**config.mk**
```make
export PLATFORM = sky130hd
export DESIGN_NAME = uc
export DESIGN_NICKNAME = d
export VERILOG_FILES = /design/src/design/uc_pkg.sv /design/src/design/plan_if.sv /design/src/design/alu_op_select.sv /design/src/design/instr_decoder.sv /design/src/design/strobe_gen.sv /design/src/design/uc.sv /design/src/design/uc_sequencer.sv
export SDC_FILE = /design/constraint.sdc
export NUM_CORES = 1
export LEC_CHECK = 0
export BUFFER_PORTS_ARGS = -buffer_cell sky130_fd_sc_hd__clkbuf_2
export CORE_ASPECT_RATIO = 1.25
export CORE_UTILIZATION = 50
export DETAILED_ROUTE_END_ITERATION = 7
export HOLD_SLACK_MARGIN = 0.08
export PLACE_DENSITY_LB_ADDON = 0.25
export SLEW_MARGIN = 15
export SYNTH_ARGS = -nofsm -noshare
export SYNTH_HDL_FRONTEND = slang
export SYNTH_SLANG_ARGS = --single-unit
```
**constraint.sdc**
```tcl
create_clock -name clk -period 3.05 [get_ports clk]
set_input_delay 0.61 -clock clk [delete_from_list [all_inputs] [get_ports clk]]
set_output_delay 0.61 -clock clk [all_outputs]
set_load 0.005 [all_outputs]
```
**src/design/uc_pkg.sv**
```systemverilog
package uc_pkg;

    localparam int word_w  = 16;
    localparam int state_w = 16;

    // Field offsets in ri
    // Bit 0 of every field is its MSB
    localparam int cls_pos = 0;     // Class, upper part of cop
    localparam int sub_pos = 4;     // Sub-operation, lower part of cop
    localparam int d_pos   = 7;
    localparam int mod_pos = 8;
    localparam int rg_pos  = 10;
    localparam int rm_pos  = 13;

    localparam logic [3:0] cls_1op         = 4'b0001;
    localparam logic [3:0] cls_2op_nostore = 4'b0100;   // CMP, TEST
    localparam logic [3:0] cls_2op_store   = 4'b0101;

    localparam logic [1:0] mod_reg = 2'b11;
    localparam logic [1:0] mod_ind = 2'b00;

    localparam int flag_carry = 0;

    //////////////////////////////////////////////////////////////////////
    // Sequencer states, grouped by 16 per phase
    typedef enum logic [state_w-1:0] {
        reset          = 16'h00,
        fetch_0        = 16'h10,
        fetch_1        = 16'h11,
        fetch_2        = 16'h12,
        decode         = 16'h20,
        addr_sum_0     = 16'h30,
        addr_sum_1     = 16'h31,
        addr_sum_2     = 16'h32,
        addr_reg       = 16'h34,
        load_src_reg   = 16'h40,
        load_src_mem_0 = 16'h44,
        load_src_mem_1 = 16'h45,
        load_src_mem_2 = 16'h46,
        load_dst_reg   = 16'h50,
        load_dst_mem_0 = 16'h54,
        load_dst_mem_1 = 16'h55,
        load_dst_mem_2 = 16'h56,
        exec_1op       = 16'h60,
        exec_2op       = 16'h64,
        store_reg      = 16'h70,
        store_mem_0    = 16'h74,
        store_mem_1    = 16'h75,
        inc_cp_0       = 16'h80,
        inc_cp_1       = 16'h81
    } state_e;

    typedef enum logic [3:0] {
        alu_adc, alu_sbb1, alu_sbb2, alu_not, alu_and,
        alu_or, alu_xor, alu_shl, alu_shr, alu_sar
    } alu_op_e;

    typedef enum logic [2:0] {
        reg_ra, reg_rb, reg_rc, reg_is, reg_xa, reg_xb, reg_ba, reg_bb
    } reg_idx_e;

    //////////////////////////////////////////////////////////////////////
    // Decoded plan, one step kind per phase
    typedef enum logic [1:0] {addr_none, addr_reg_ind, addr_base_idx} addr_mode_e;
    typedef enum logic [1:0] {src_none, src_reg, src_mem} src_step_e;
    typedef enum logic       {dst_reg, dst_mem} dst_step_e;
    typedef enum logic [1:0] {ex_none, ex_one_op, ex_two_op} exec_kind_e;
    typedef enum logic [1:0] {st_none, st_reg, st_mem} store_step_e;

endpackage

```
**src/design/plan_if.sv**
```systemverilog
`timescale 1ns/1ns

interface plan_if;

    uc_pkg::addr_mode_e  addr_mode;
    uc_pkg::src_step_e   src_step;
    uc_pkg::dst_step_e   dst_step;
    uc_pkg::exec_kind_e  exec_kind;
    uc_pkg::store_step_e store_step;
    logic                d;         // Set when rg is the destination
    logic [2:0]          sub_op;
    logic [2:0]          rg;
    logic [2:0]          rm;        // rm[2] is field bit 0

    modport decoder (output addr_mode, src_step, dst_step, exec_kind, store_step,
                     output d, sub_op, rg, rm);
    modport seq     (input addr_mode, src_step, dst_step, exec_kind, store_step,
                     input d, sub_op, rg, rm);
    modport gen     (input addr_mode, src_step, dst_step, exec_kind, store_step,
                     input d, sub_op, rg, rm);

endinterface

```
**src/design/alu_op_select.sv**
```systemverilog
`timescale 1ns/1ns

module alu_op_select (
    input  uc_pkg::exec_kind_e exec_kind,
    input  logic [2:0]         sub_op,
    input  logic               carry_flag,
    output uc_pkg::alu_op_e    alu_opcode,
    output logic               alu_carry
);

    always_comb begin
        alu_opcode = uc_pkg::alu_or;    // Also covers sub_op 7
        alu_carry  = 1'b0;
        if (exec_kind == uc_pkg::ex_one_op) begin
            case (sub_op)
                3'd0: begin     // INC
                    alu_opcode = uc_pkg::alu_adc;
                    alu_carry  = 1'b1;
                end
                3'd1: begin     // DEC
                    alu_opcode = uc_pkg::alu_sbb1;
                    alu_carry  = 1'b1;
                end
                3'd2: alu_opcode = uc_pkg::alu_sbb2;  // NEG
                3'd3: alu_opcode = uc_pkg::alu_not;
                3'd4: alu_opcode = uc_pkg::alu_shl;
                3'd5: alu_opcode = uc_pkg::alu_shr;
                3'd6: alu_opcode = uc_pkg::alu_sar;
                default: ;
            endcase
        end else if (exec_kind == uc_pkg::ex_two_op) begin
            case (sub_op)
                3'd0, 3'd1: alu_opcode = uc_pkg::alu_adc;    // ADD, ADC
                3'd2, 3'd3: alu_opcode = uc_pkg::alu_sbb1;   // SUB/CMP, SBB
                3'd4:       alu_opcode = uc_pkg::alu_and;    // AND/TEST
                3'd6:       alu_opcode = uc_pkg::alu_xor;
                default: ;
            endcase
            alu_carry = sub_op[0] && !sub_op[2] && carry_flag;  // ADC and SBB only
        end
    end

endmodule

```
**src/design/instr_decoder.sv**
```systemverilog
`timescale 1ns/1ns

module instr_decoder (
    input  logic [uc_pkg::word_w-1:0] ri,
    plan_if.decoder                   plan
);

    logic [3:0] cls;
    logic [3:0] sub_f;
    logic [3:0] mod_f;
    logic [3:0] rg_f;
    logic [3:0] rm_f;
    logic       d;
    logic       is_reg;
    logic       is_ind;
    logic       is_1op;
    logic       known;
    logic       mem_dst;

    // Field bit 0 sits at the lowest ri index and ends up as the MSB
    function automatic logic [3:0] field(input logic [uc_pkg::word_w-1:0] w,
                                         input int pos,
                                         input int len);
        logic [3:0] f;
        f = '0;
        for (int i = 0; i < len; i++)
            f[len-1-i] = w[pos+i];
        return f;
    endfunction

    assign cls   = field(ri, uc_pkg::cls_pos, 4);
    assign sub_f = field(ri, uc_pkg::sub_pos, 3);
    assign mod_f = field(ri, uc_pkg::mod_pos, 2);
    assign rg_f  = field(ri, uc_pkg::rg_pos, 3);
    assign rm_f  = field(ri, uc_pkg::rm_pos, 3);
    assign d     = ri[uc_pkg::d_pos];

    assign is_reg  = mod_f[1:0] == uc_pkg::mod_reg;
    assign is_ind  = mod_f[1:0] == uc_pkg::mod_ind;
    assign is_1op  = cls == uc_pkg::cls_1op;
    assign known   = (is_reg || is_ind) &&
                     (is_1op || cls == uc_pkg::cls_2op_nostore || cls == uc_pkg::cls_2op_store);
    assign mem_dst = is_ind && (is_1op || !d);  // 1-op always works on its r/m operand

    always_comb begin
        plan.exec_kind  = uc_pkg::ex_none;
        plan.addr_mode  = uc_pkg::addr_none;
        plan.src_step   = uc_pkg::src_none;
        plan.dst_step   = mem_dst ? uc_pkg::dst_mem : uc_pkg::dst_reg;
        plan.store_step = uc_pkg::st_none;
        if (known) begin
            plan.exec_kind = is_1op ? uc_pkg::ex_one_op : uc_pkg::ex_two_op;
            if (is_ind)   // Single register when field bit 0 of rm is set
                plan.addr_mode = rm_f[2] ? uc_pkg::addr_reg_ind : uc_pkg::addr_base_idx;
            if (!is_1op)
                plan.src_step = (is_ind && d) ? uc_pkg::src_mem : uc_pkg::src_reg;
            if (cls != uc_pkg::cls_2op_nostore)
                plan.store_step = mem_dst ? uc_pkg::st_mem : uc_pkg::st_reg;
        end
    end

    assign plan.d      = d && !is_1op;      // Keeps the 1-op address in T1
    assign plan.sub_op = sub_f[2:0];
    assign plan.rg     = rg_f[2:0];
    assign plan.rm     = rm_f[2:0];

endmodule

```
**src/design/strobe_gen.sv**
```systemverilog
`timescale 1ns/1ns

module strobe_gen (
    input  uc_pkg::state_e  state,
    plan_if.gen             plan,
    input  logic            carry_flag,
    output logic            alu_oe,
    output logic            alu_carry,
    output uc_pkg::alu_op_e alu_opcode,
    output logic            ram_oe,
    output logic            ram_we,
    output logic            io_oe,
    output logic            io_we,
    output logic [2:0]      regs_addr,
    output logic            regs_oe,
    output logic            regs_we,
    output logic            cp_oe,
    output logic            cp_we,
    output logic            ind_sel,    // 1 = flags from ALU
    output logic            ind_oe,
    output logic            ind_we,
    output logic            am_oe,
    output logic            am_we,
    output logic            t1_oe,
    output logic            t1_we,
    output logic            t2_oe,
    output logic            t2_we,
    output logic            ri_oe,
    output logic            ri_we
);

    uc_pkg::alu_op_e exec_opcode;
    logic            exec_carry;
    logic [2:0]      src_addr;
    logic [2:0]      dst_addr;

    alu_op_select alu_sel_i (
        .exec_kind  (plan.exec_kind),
        .sub_op     (plan.sub_op),
        .carry_flag (carry_flag),
        .alu_opcode (exec_opcode),
        .alu_carry  (exec_carry)
    );

    assign src_addr = plan.d ? plan.rm : plan.rg;
    assign dst_addr = plan.d ? plan.rg : plan.rm;

    // No port I/O, jump offset or flag readback in this subset
    assign io_oe  = 1'b0;
    assign io_we  = 1'b0;
    assign ri_oe  = 1'b0;
    assign ind_oe = 1'b0;

    always_comb begin
        {alu_oe, alu_carry, ram_oe, ram_we, regs_oe, regs_we, cp_oe, cp_we} = '0;
        {ind_sel, ind_we, am_oe, am_we, t1_oe, t1_we, t2_oe, t2_we, ri_we} = '0;
        alu_opcode = uc_pkg::alu_or;    // T OR 0 passes a temporary to the bus
        regs_addr  = uc_pkg::reg_ra;
        case (state)
            uc_pkg::fetch_0: begin          // AM <- CP
                cp_oe = 1'b1;
                am_we = 1'b1;
            end
            uc_pkg::fetch_1, uc_pkg::load_src_mem_1, uc_pkg::load_dst_mem_1:
                am_oe = 1'b1;               // RAM address from AM
            uc_pkg::fetch_2: begin          // RI <- RAM
                ram_oe = 1'b1;
                ri_we  = 1'b1;
            end
            uc_pkg::addr_sum_0: begin
                regs_addr = plan.rm[1] ? uc_pkg::reg_bb : uc_pkg::reg_ba;
                regs_oe   = 1'b1;
                t1_we     = 1'b1;
            end
            uc_pkg::addr_sum_1: begin
                regs_addr = plan.rm[0] ? uc_pkg::reg_xb : uc_pkg::reg_xa;
                regs_oe   = 1'b1;
                t2_we     = 1'b1;
            end
            uc_pkg::addr_sum_2: begin       // Base + index into the memory operand temp
                {t1_oe, t2_oe, alu_oe} = 3'b111;
                alu_opcode = uc_pkg::alu_adc;
                t2_we      = plan.d;
                t1_we      = !plan.d;
            end
            uc_pkg::addr_reg: begin
                regs_addr = plan.rm;
                regs_oe   = 1'b1;
                t2_we     = plan.d;
                t1_we     = !plan.d;
            end
            uc_pkg::load_src_reg: begin
                regs_addr = src_addr;
                regs_oe   = 1'b1;
                t2_we     = 1'b1;
            end
            uc_pkg::load_src_mem_0, uc_pkg::load_dst_mem_0: begin     // AM <- T2 or T1
                t1_oe  = state == uc_pkg::load_dst_mem_0;
                t2_oe  = state == uc_pkg::load_src_mem_0;
                alu_oe = 1'b1;
                am_we  = 1'b1;
            end
            uc_pkg::load_src_mem_2: begin
                ram_oe = 1'b1;
                t2_we  = 1'b1;
            end
            uc_pkg::load_dst_reg: begin
                regs_addr = dst_addr;
                regs_oe   = 1'b1;
                t1_we     = 1'b1;
            end
            uc_pkg::load_dst_mem_2: begin
                ram_oe = 1'b1;
                t1_we  = 1'b1;
            end
            uc_pkg::exec_1op, uc_pkg::exec_2op: begin   // T1 <- T1 op T2, flags too
                t1_oe      = 1'b1;
                t2_oe      = state == uc_pkg::exec_2op;
                alu_opcode = exec_opcode;
                alu_carry  = exec_carry;
                alu_oe     = 1'b1;
                t1_we      = 1'b1;
                ind_sel    = 1'b1;
                ind_we     = 1'b1;
            end
            uc_pkg::store_reg: begin
                {t1_oe, alu_oe, regs_we} = 3'b111;
                regs_addr = dst_addr;
            end
            uc_pkg::store_mem_0:            // RAM[AM] <- T1
                {t1_oe, alu_oe, am_oe, ram_we} = 4'b1111;
            uc_pkg::inc_cp_0: begin
                cp_oe = 1'b1;
                t1_we = 1'b1;
            end
            uc_pkg::inc_cp_1: begin         // CP <- T1 + 1
                {t1_oe, alu_oe, cp_we} = 3'b111;
                alu_opcode = uc_pkg::alu_adc;
                alu_carry  = 1'b1;
            end
            default: ;
        endcase

        // One bus driver at a time
        assert ($onehot0({regs_oe, ram_oe, cp_oe, alu_oe}));
        assert (!(regs_oe && regs_we));
    end

endmodule

```
**src/design/uc.sv**
```systemverilog
`timescale 1ns/1ns

module uc (
    input  logic                       clk,
    input  logic                       rst,
    input  logic [uc_pkg::word_w-1:0]  ri,
    input  logic [uc_pkg::word_w-1:0]  ind,
    output logic                       alu_oe,
    output logic                       alu_carry,
    output logic [3:0]                 alu_opcode,
    output logic                       ram_oe,
    output logic                       ram_we,
    output logic                       io_oe,
    output logic                       io_we,
    output logic [2:0]                 regs_addr,
    output logic                       regs_oe,
    output logic                       regs_we,
    output logic                       cp_oe,
    output logic                       cp_we,
    output logic                       ind_sel,
    output logic                       ind_oe,
    output logic                       ind_we,
    output logic                       am_oe,
    output logic                       am_we,
    output logic                       t1_oe,
    output logic                       t1_we,
    output logic                       t2_oe,
    output logic                       t2_we,
    output logic                       ri_oe,
    output logic                       ri_we,
    output logic [uc_pkg::state_w-1:0] disp_state
);

    uc_pkg::state_e state;

    plan_if dec_plan ();    // Live decode of ri
    plan_if lat_plan ();    // Held for the current instruction

    instr_decoder dec_i (
        .ri   (ri),
        .plan (dec_plan.decoder)
    );

    uc_sequencer seq_i (
        .clk   (clk),
        .rst   (rst),
        .dec   (dec_plan.seq),
        .lat   (lat_plan.decoder),
        .state (state)
    );

    strobe_gen gen_i (
        .state      (state),
        .plan       (lat_plan.gen),
        .carry_flag (ind[uc_pkg::flag_carry]),
        .alu_oe     (alu_oe),
        .alu_carry  (alu_carry),
        .alu_opcode (alu_opcode),
        .ram_oe     (ram_oe),
        .ram_we     (ram_we),
        .io_oe      (io_oe),
        .io_we      (io_we),
        .regs_addr  (regs_addr),
        .regs_oe    (regs_oe),
        .regs_we    (regs_we),
        .cp_oe      (cp_oe),
        .cp_we      (cp_we),
        .ind_sel    (ind_sel),
        .ind_oe     (ind_oe),
        .ind_we     (ind_we),
        .am_oe      (am_oe),
        .am_we      (am_we),
        .t1_oe      (t1_oe),
        .t1_we      (t1_we),
        .t2_oe      (t2_oe),
        .t2_we      (t2_we),
        .ri_oe      (ri_oe),
        .ri_we      (ri_we)
    );

    assign disp_state = state;

endmodule

```
**src/design/uc_sequencer.sv**
```systemverilog
`timescale 1ns/1ns

module uc_sequencer (
    input  logic           clk,
    input  logic           rst,
    plan_if.seq            dec,
    plan_if.decoder        lat,
    output uc_pkg::state_e state
);

    uc_pkg::state_e state_next;

    function automatic uc_pkg::state_e dst_entry(input uc_pkg::dst_step_e dst);
        return (dst == uc_pkg::dst_mem) ? uc_pkg::load_dst_mem_0 : uc_pkg::load_dst_reg;
    endfunction

    // First operand step once the address is known
    function automatic uc_pkg::state_e src_entry(input uc_pkg::src_step_e src,
                                                 input uc_pkg::dst_step_e dst);
        case (src)
            uc_pkg::src_reg: return uc_pkg::load_src_reg;
            uc_pkg::src_mem: return uc_pkg::load_src_mem_0;
            default:         return dst_entry(dst);    // 1-op has no source
        endcase
    endfunction

    always_comb begin
        state_next = uc_pkg::reset;
        case (state)
            uc_pkg::reset:   state_next = uc_pkg::fetch_0;
            uc_pkg::fetch_0: state_next = uc_pkg::fetch_1;
            uc_pkg::fetch_1: state_next = uc_pkg::fetch_2;
            uc_pkg::fetch_2: state_next = uc_pkg::decode;
            uc_pkg::decode: begin   // Latch loads this cycle so steer from the decoder
                if (dec.exec_kind == uc_pkg::ex_none)
                    state_next = uc_pkg::inc_cp_0;
                else if (dec.addr_mode == uc_pkg::addr_base_idx)
                    state_next = uc_pkg::addr_sum_0;
                else if (dec.addr_mode == uc_pkg::addr_reg_ind)
                    state_next = uc_pkg::addr_reg;
                else
                    state_next = src_entry(dec.src_step, dec.dst_step);
            end
            uc_pkg::addr_sum_0: state_next = uc_pkg::addr_sum_1;
            uc_pkg::addr_sum_1: state_next = uc_pkg::addr_sum_2;
            uc_pkg::addr_sum_2, uc_pkg::addr_reg:
                state_next = src_entry(lat.src_step, lat.dst_step);
            uc_pkg::load_src_mem_0: state_next = uc_pkg::load_src_mem_1;
            uc_pkg::load_src_mem_1: state_next = uc_pkg::load_src_mem_2;
            uc_pkg::load_src_reg, uc_pkg::load_src_mem_2:
                state_next = dst_entry(lat.dst_step);
            uc_pkg::load_dst_mem_0: state_next = uc_pkg::load_dst_mem_1;
            uc_pkg::load_dst_mem_1: state_next = uc_pkg::load_dst_mem_2;
            uc_pkg::load_dst_reg, uc_pkg::load_dst_mem_2:
                state_next = (lat.exec_kind == uc_pkg::ex_two_op) ? uc_pkg::exec_2op
                                                                   : uc_pkg::exec_1op;
            uc_pkg::exec_1op, uc_pkg::exec_2op: begin
                case (lat.store_step)
                    uc_pkg::st_reg: state_next = uc_pkg::store_reg;
                    uc_pkg::st_mem: state_next = uc_pkg::store_mem_0;
                    default:        state_next = uc_pkg::inc_cp_0;    // CMP, TEST
                endcase
            end
            uc_pkg::store_mem_0: state_next = uc_pkg::store_mem_1;
            uc_pkg::store_reg, uc_pkg::store_mem_1: state_next = uc_pkg::inc_cp_0;
            uc_pkg::inc_cp_0: state_next = uc_pkg::inc_cp_1;
            uc_pkg::inc_cp_1: state_next = uc_pkg::fetch_0;
            default:          state_next = uc_pkg::reset;
        endcase
    end

    always_ff @(posedge clk) begin
        if (!rst) begin
            state          <= uc_pkg::reset;
            lat.addr_mode  <= uc_pkg::addr_none;
            lat.src_step   <= uc_pkg::src_none;
            lat.dst_step   <= uc_pkg::dst_reg;
            lat.exec_kind  <= uc_pkg::ex_none;
            lat.store_step <= uc_pkg::st_none;
            lat.d          <= 1'b0;
            lat.sub_op     <= '0;
            lat.rg         <= '0;
            lat.rm         <= '0;
        end else begin
            state <= state_next;
            if (state == uc_pkg::decode) begin
                lat.addr_mode  <= dec.addr_mode;
                lat.src_step   <= dec.src_step;
                lat.dst_step   <= dec.dst_step;
                lat.exec_kind  <= dec.exec_kind;
                lat.store_step <= dec.store_step;
                lat.d          <= dec.d;     // Operand fields
                lat.sub_op     <= dec.sub_op;
                lat.rg         <= dec.rg;
                lat.rm         <= dec.rm;
            end
        end
    end

    a_state_known: assert property (@(posedge clk) disable iff (!rst)
        state inside {uc_pkg::reset, uc_pkg::fetch_0, uc_pkg::fetch_1, uc_pkg::fetch_2,
            uc_pkg::decode, uc_pkg::addr_sum_0, uc_pkg::addr_sum_1, uc_pkg::addr_sum_2,
            uc_pkg::addr_reg, uc_pkg::load_src_reg, uc_pkg::load_src_mem_0,
            uc_pkg::load_src_mem_1, uc_pkg::load_src_mem_2, uc_pkg::load_dst_reg,
            uc_pkg::load_dst_mem_0, uc_pkg::load_dst_mem_1, uc_pkg::load_dst_mem_2,
            uc_pkg::exec_1op, uc_pkg::exec_2op, uc_pkg::store_reg, uc_pkg::store_mem_0,
            uc_pkg::store_mem_1, uc_pkg::inc_cp_0, uc_pkg::inc_cp_1});

    // Plan stays frozen for the whole instruction
    a_latch_hold: assert property (@(posedge clk) disable iff (!rst)
        state != uc_pkg::decode |=> $stable({lat.addr_mode, lat.src_step, lat.dst_step,
            lat.exec_kind, lat.store_step, lat.d, lat.sub_op, lat.rg, lat.rm}));

endmodule

```
; Word level (Yosys, flattened, before mapping)
; Index checks and enable logic that the tools add are counted.
[word_totals]
wordCells = 142
output_inout_bits = 44
regBits = 33
[classes]
n_eq_ne = 44
n_reduce_logical = 38
n_mux = 51
[op_table]
columns = op, n
row1 = 16-bit case mux with 18 select lines, 1
row2 = "16-bit by 7-bit == test with 1-bit output, second input constant", 13
row3 = "16-bit by 6-bit == test with 1-bit output, second input constant", 5
row4 = 16-bit case mux with 2 select lines, 2
row5 = "16-bit by 5-bit == test with 1-bit output, second input constant", 3
row6 = 16-bit 2-to-1 mux, 3
row7 = "16-bit by 8-bit == test with 1-bit output, second input constant", 2
row8 = 4-bit case mux with 7 select lines, 1
row9 = 2-bit OR reduction, 12
row10 = 2-bit 2-to-1 mux, 11
row11 = 3-bit 2-to-1 mux, 6
row12 = 1-bit 2-to-1 mux, 17
row13 = 16-bit zero test, 1
row14 = 8-bit case mux with 2 select lines, 1
row15 = 3-bit case mux with 5 select lines, 1
row16 = "2-bit == test, second input constant", 6
row17 = 3-bit case mux with 4 select lines, 1
row18 = 6-bit OR reduction, 2
row19 = "2-bit by 1-bit == test with 1-bit output, second input constant", 5
row20 = "3-bit == test, second input constant", 3
row21 = 3-bit OR reduction, 3
row22 = "4-bit by 3-bit == test with 1-bit output, second input constant", 2
row23 = 1-bit case mux with 2 select lines, 4
row24 = 4-bit case mux with 2 select lines, 1
row25 = 14 further kinds, 27

; Depth between registers and ports, before layout
[logic_depth]
depth_word = 11
mapped_depth = 12
mapped_depth_nobuf = 12

; By module
; A second synthesis with hierarchy kept.
[unflattened]
cells_unflattened = 357
area_unflattened_um2 = 2678.8
[by_module_without_submodules]
columns = mod, cells_per_inst, instances, seq_area_each_um2, area_each_um2
row1 = uc_sequencer, 197, 1, 520.5, 1609.0
row2 = strobe_gen, 113, 1, 0.0, 734.5
row3 = instr_decoder, 28, 1, 0.0, 200.2
row4 = alu_op_select, 19, 1, 0.0, 135.1

; Least setup slack after synthesis
; OpenSTA, ideal clock, no wires.
[synth_timing]
kind = in2reg
startpoint = input ri[8] (netlist bit)
endpoint = register seq_i.state[4]
setup_slack_ns = 0.361
setup_time_ns = 0.115
t_arrival_ns = 2.575
path_buffers = 0
path_stages = 10
cell_sequence = inv_1 ha_1 nor3_1 o21a_1 nand2_1 or2_2 ha_1 o311ai_0 nand3b_1 o21a_1
[synth_via]
elab_chain_cells = 11
[synth_rtl]
columns = item, line
row1 = "start, declared", uc.sv:6  ; input logic [uc_pkg::word_w-1:0] ri,
row2 = 2-bit zero test, instr_decoder.sv:39  ; assign is_ind = mod_f[1:0] == uc_pkg::mod_ind;
row3 = 1-bit logical AND, instr_decoder.sv:56  ; plan.src_step = (is_ind && d) ? uc_pkg::src_mem : uc_pkg::src_reg;
row4 = 2-bit 2-to-1 mux, instr_decoder.sv:56
row5 = 2-bit 2-to-1 mux, instr_decoder.sv:55  ; if (!is_1op)
row6 = 2-bit 2-to-1 mux, instr_decoder.sv:51  ; if (known) begin
row7 = 2-bit == test / 2-bit by 1-bit == test with 1-bit output (equally long branches), uc_sequencer.sv:20  ; case (src)
row8 = 16-bit case mux with 2 select lines, uc_sequencer.sv:20
row9 = 16-bit 2-to-1 mux, uc_sequencer.sv:39  ; else if (dec.addr_mode == uc_pkg::addr_reg_ind)
row10 = 16-bit 2-to-1 mux, uc_sequencer.sv:37  ; else if (dec.addr_mode == uc_pkg::addr_base_idx)
row11 = 16-bit 2-to-1 mux (*), uc_sequencer.sv:35  ; if (dec.exec_kind == uc_pkg::ex_none)
row12 = 16-bit case mux with 18 select lines (*), uc_sequencer.sv:29  ; case (state)
row13 = "end signal, assigned", uc_sequencer.sv:74  ; state <= uc_pkg::reset;
row14 = "end signal, assigned", uc_sequencer.sv:85  ; state <= state_next;
row15 = "end, declared", uc_sequencer.sv:8  ; output uc_pkg::state_e state
; Every way passes the cells marked *; elsewhere a longest branch is shown, timed or not.
; A chain may end at the register's enable or synchronous reset.

; Final worst setup path
[layout_timing]
startpoint = register seq_i.state[1]
endpoint = output alu_opcode[0]
[layout_via]
elab_chain_cells = 3
[layout_rtl]
columns = item, line
row1 = 16-bit by 8-bit == test with 1-bit output (tied with other cells), strobe_gen.sv:59  ; case (state)
row2 = 2-bit OR reduction (on tied branches), n/a
row3 = 4-bit case mux with 2 select lines (*), strobe_gen.sv:59
row4 = "end, declared", uc.sv:10  ; output logic [3:0] alu_opcode,
; Marked as above.

==> reports/metrics.csv <==
metric,value,unit
status,"finished, final reports clean",
drtIter0Drc,181,
critical_path_class,reg -> out,
worst_pin_slew,718.9,ps
peakVddDrop,235.8,µV
met3_usage,2.234,%
clkLatencyLatePin,280,ps
synth_largest_area_cell,dfxtp_1,
holdWs,469.4,ps
setup_slack,177.3,ps
switching_share,26.36,%
clock_sinks,24,
preCtsSetupSlack,272.6,ps
io_pins,78,
drive_gt1_share,21.64,%
ys_seq_elements,24,
p_comb_share,15.2,%
synth_area_leaders,"dfxtp_1, nand2_1, buf_4, nor2_1, ha_1",
cts_hold_buffers,0,
rows,26,
clk_path_buf_depth,2,
rsz0062_at_grt,no,
drc,0,
min_period,2873,ps
cts-root-buf,clkbuf_8,
grt.busiest_layer,met2,
yosysSeqAreaShare,22.36,%
slew_violations,0,
antenna_found_initial,0,
clkTransAtPathRegs,90,ps
grt_pass1_vias,1910,
p_sw,192.4,µW
drv_cap,0,
die_height,75.29,µm
via_per_inst,5.844,
finalSetupViolCount,0,
grt_pass1_wl,8887,µm
synth_top_area_share,22.36,%
cts.repair.resized,0,
critPathRequiredTime,2440,ps
synth-edff-count,0,
dp.cells,394,
dpl.hpwl,4258,µm
slew_headroom,52.01,%
powerDensity,297.0,nW/µm²
p_int,537.6,µW
ys_warn_count,0,
antenna_left,0,
cts_setup_buffers,0,
met1_usage,32.60,%
placed_area,2386,µm²
grt_max_degree,27,
cp-end-kind,primary output,
p_leak,1.025,nW
syn_area,2148,µm²
wl,5747,µm
area_growth_syn_to_layout,14.39,%
fin_cells,398,
track_usage,25.41,%
wl_per_cell,14.44,µm
firstDrtPassIters,6,
syn_inst,300,
cp_max_fo,18,
h-tree-depth,1,
core_area,4099,µm²
timing.fmax,0.3481,GHz
antenna_cells,0,
die_area,4565,µm²
vias,2326,
finish.instance_area,2457,µm²
final_common_cell,clkbuf_2,
period_share,94.19,%
fin_skew,3.117,ps
layout_common_cells,"clkbuf_2, nand2_1, nor2_1, dfxtp_1, o21ai_0",
pwr-share-seq,44.9,%
cp-start-kind,flop,
hold_viol,0,
synth_flop_cell,dfxtp_1,
initial_core_util,52.41,%
setup-tns-final,0,ps
use_met2,43.71,%
grt_overflow,0,
critical_path_arrival,2260,ps
synthArstFlopShare,0,%
synth.distinct_cells,60,
portBuffers,49,
numCtsBuffers,3,
gp_congestion,0.8679,
hp-class,reg -> reg,
final_nets,385,
clkPwrFrac,39.9,%
die_w,60.63,µm
avgSynthCellArea,7.161,µm²
cts_tree,done,
[cell usage after synthesis (all sizes together) (4+ instances only)]
library cell	n
dfxtp	24
nor2b	4
o21ai	19
nand3	8
o22ai	4
nand2	45
inv	17
buf	28
nor3	4
nor2	30
a221oi	7
nand2b	7
clkbuf	6
a21oi	8
o21a	4
ha	8
a21boi	11
and2	5
nor3b	4
nor4	4
[per-layer routing]
layer	part of all wire [%]	wire length, µm
met5	0	0
met4	2.1	119
met3	5.9	339
met2	48	2767
met1	44	2521
[worst paths after layout]
kind | from | endpoint | slack (ps) | depth (start not counted)
max | seq_i.state[1] | alu_opcode[0] | 180 | 6
min | seq_i.lat.store_step[0] | seq_i.lat.store_step[0] | 470 | 2
max reg2reg | seq_i.state[2] | seq_i.lat.src_step[0] | 900 | 6
min reg2reg | seq_i.lat.store_step[0] | seq_i.lat.store_step[0] | 470 | 2
[sequential cells by signal (all words and copies together) (netlist names)]
name,flops
seq_i.lat.src_step,2
seq_i.lat.rg,3
seq_i.lat.d,1
seq_i.lat.sub_op,3
seq_i.lat.exec_kind,2
seq_i.state,7
seq_i.lat.dst_step,1
seq_i.lat.rm,3
seq_i.lat.store_step,2
[critical path: stages (launching register included)]
cell and delay [ps]:
dfxtp_1 790, or3b_2 510, nor2_1 140, o21ai_0 200, nand2_1 130, o21ai_0 80
clkbuf_2 120
[logic make-up after synthesis]
kind of cell | Yosys count | synth area share, %
simple gates | 128 | 30.81
flops | 24 | 22.36
other cells | 1 | 0.1746
fa+ha+maj | 8 | 4.659
compound gates | 82 | 26.85
mux | 2 | 0.9901
xor+xnor | 4 | 1.631
buf+inv | 51 | 12.52
[power groups by stage]
| stage | logic (mW) | clock network, mW | registers (mW) |
|---|---|---|---|
| CTS | 0.109 | 0.297 | 0.327 |
| detailed placement | 0.109 | 0 | 0.334 |
| global route | 0.123 | 0.306 | 0.328 |
| finish | 0.111 | 0.291 | 0.327 |
| floorplan | 0.0840 | 0 | 0.328 |
| global placement | 0.107 | 0 | 0.334 |
[final cells by class]
type,instances,area [µm²]
inverter,17,63.81
clock buffer,3,41.29
tap,56,70.07
fill,424,1642
clock inverter,1,30.03
sequential,24,480.5
timing repair buffer,60,327.8
multi-input combinational,237,1444
[stage by stage]
step	util [%]	power (mW)
global placement	58.21	0.4417
CTS	59.95	0.7336
global route	59.95	0.7566
finish	59.95	0.7299
detailed placement	58.21	0.4431
floorplan	-	0.4123
Power figures use the tool's default switching activity.
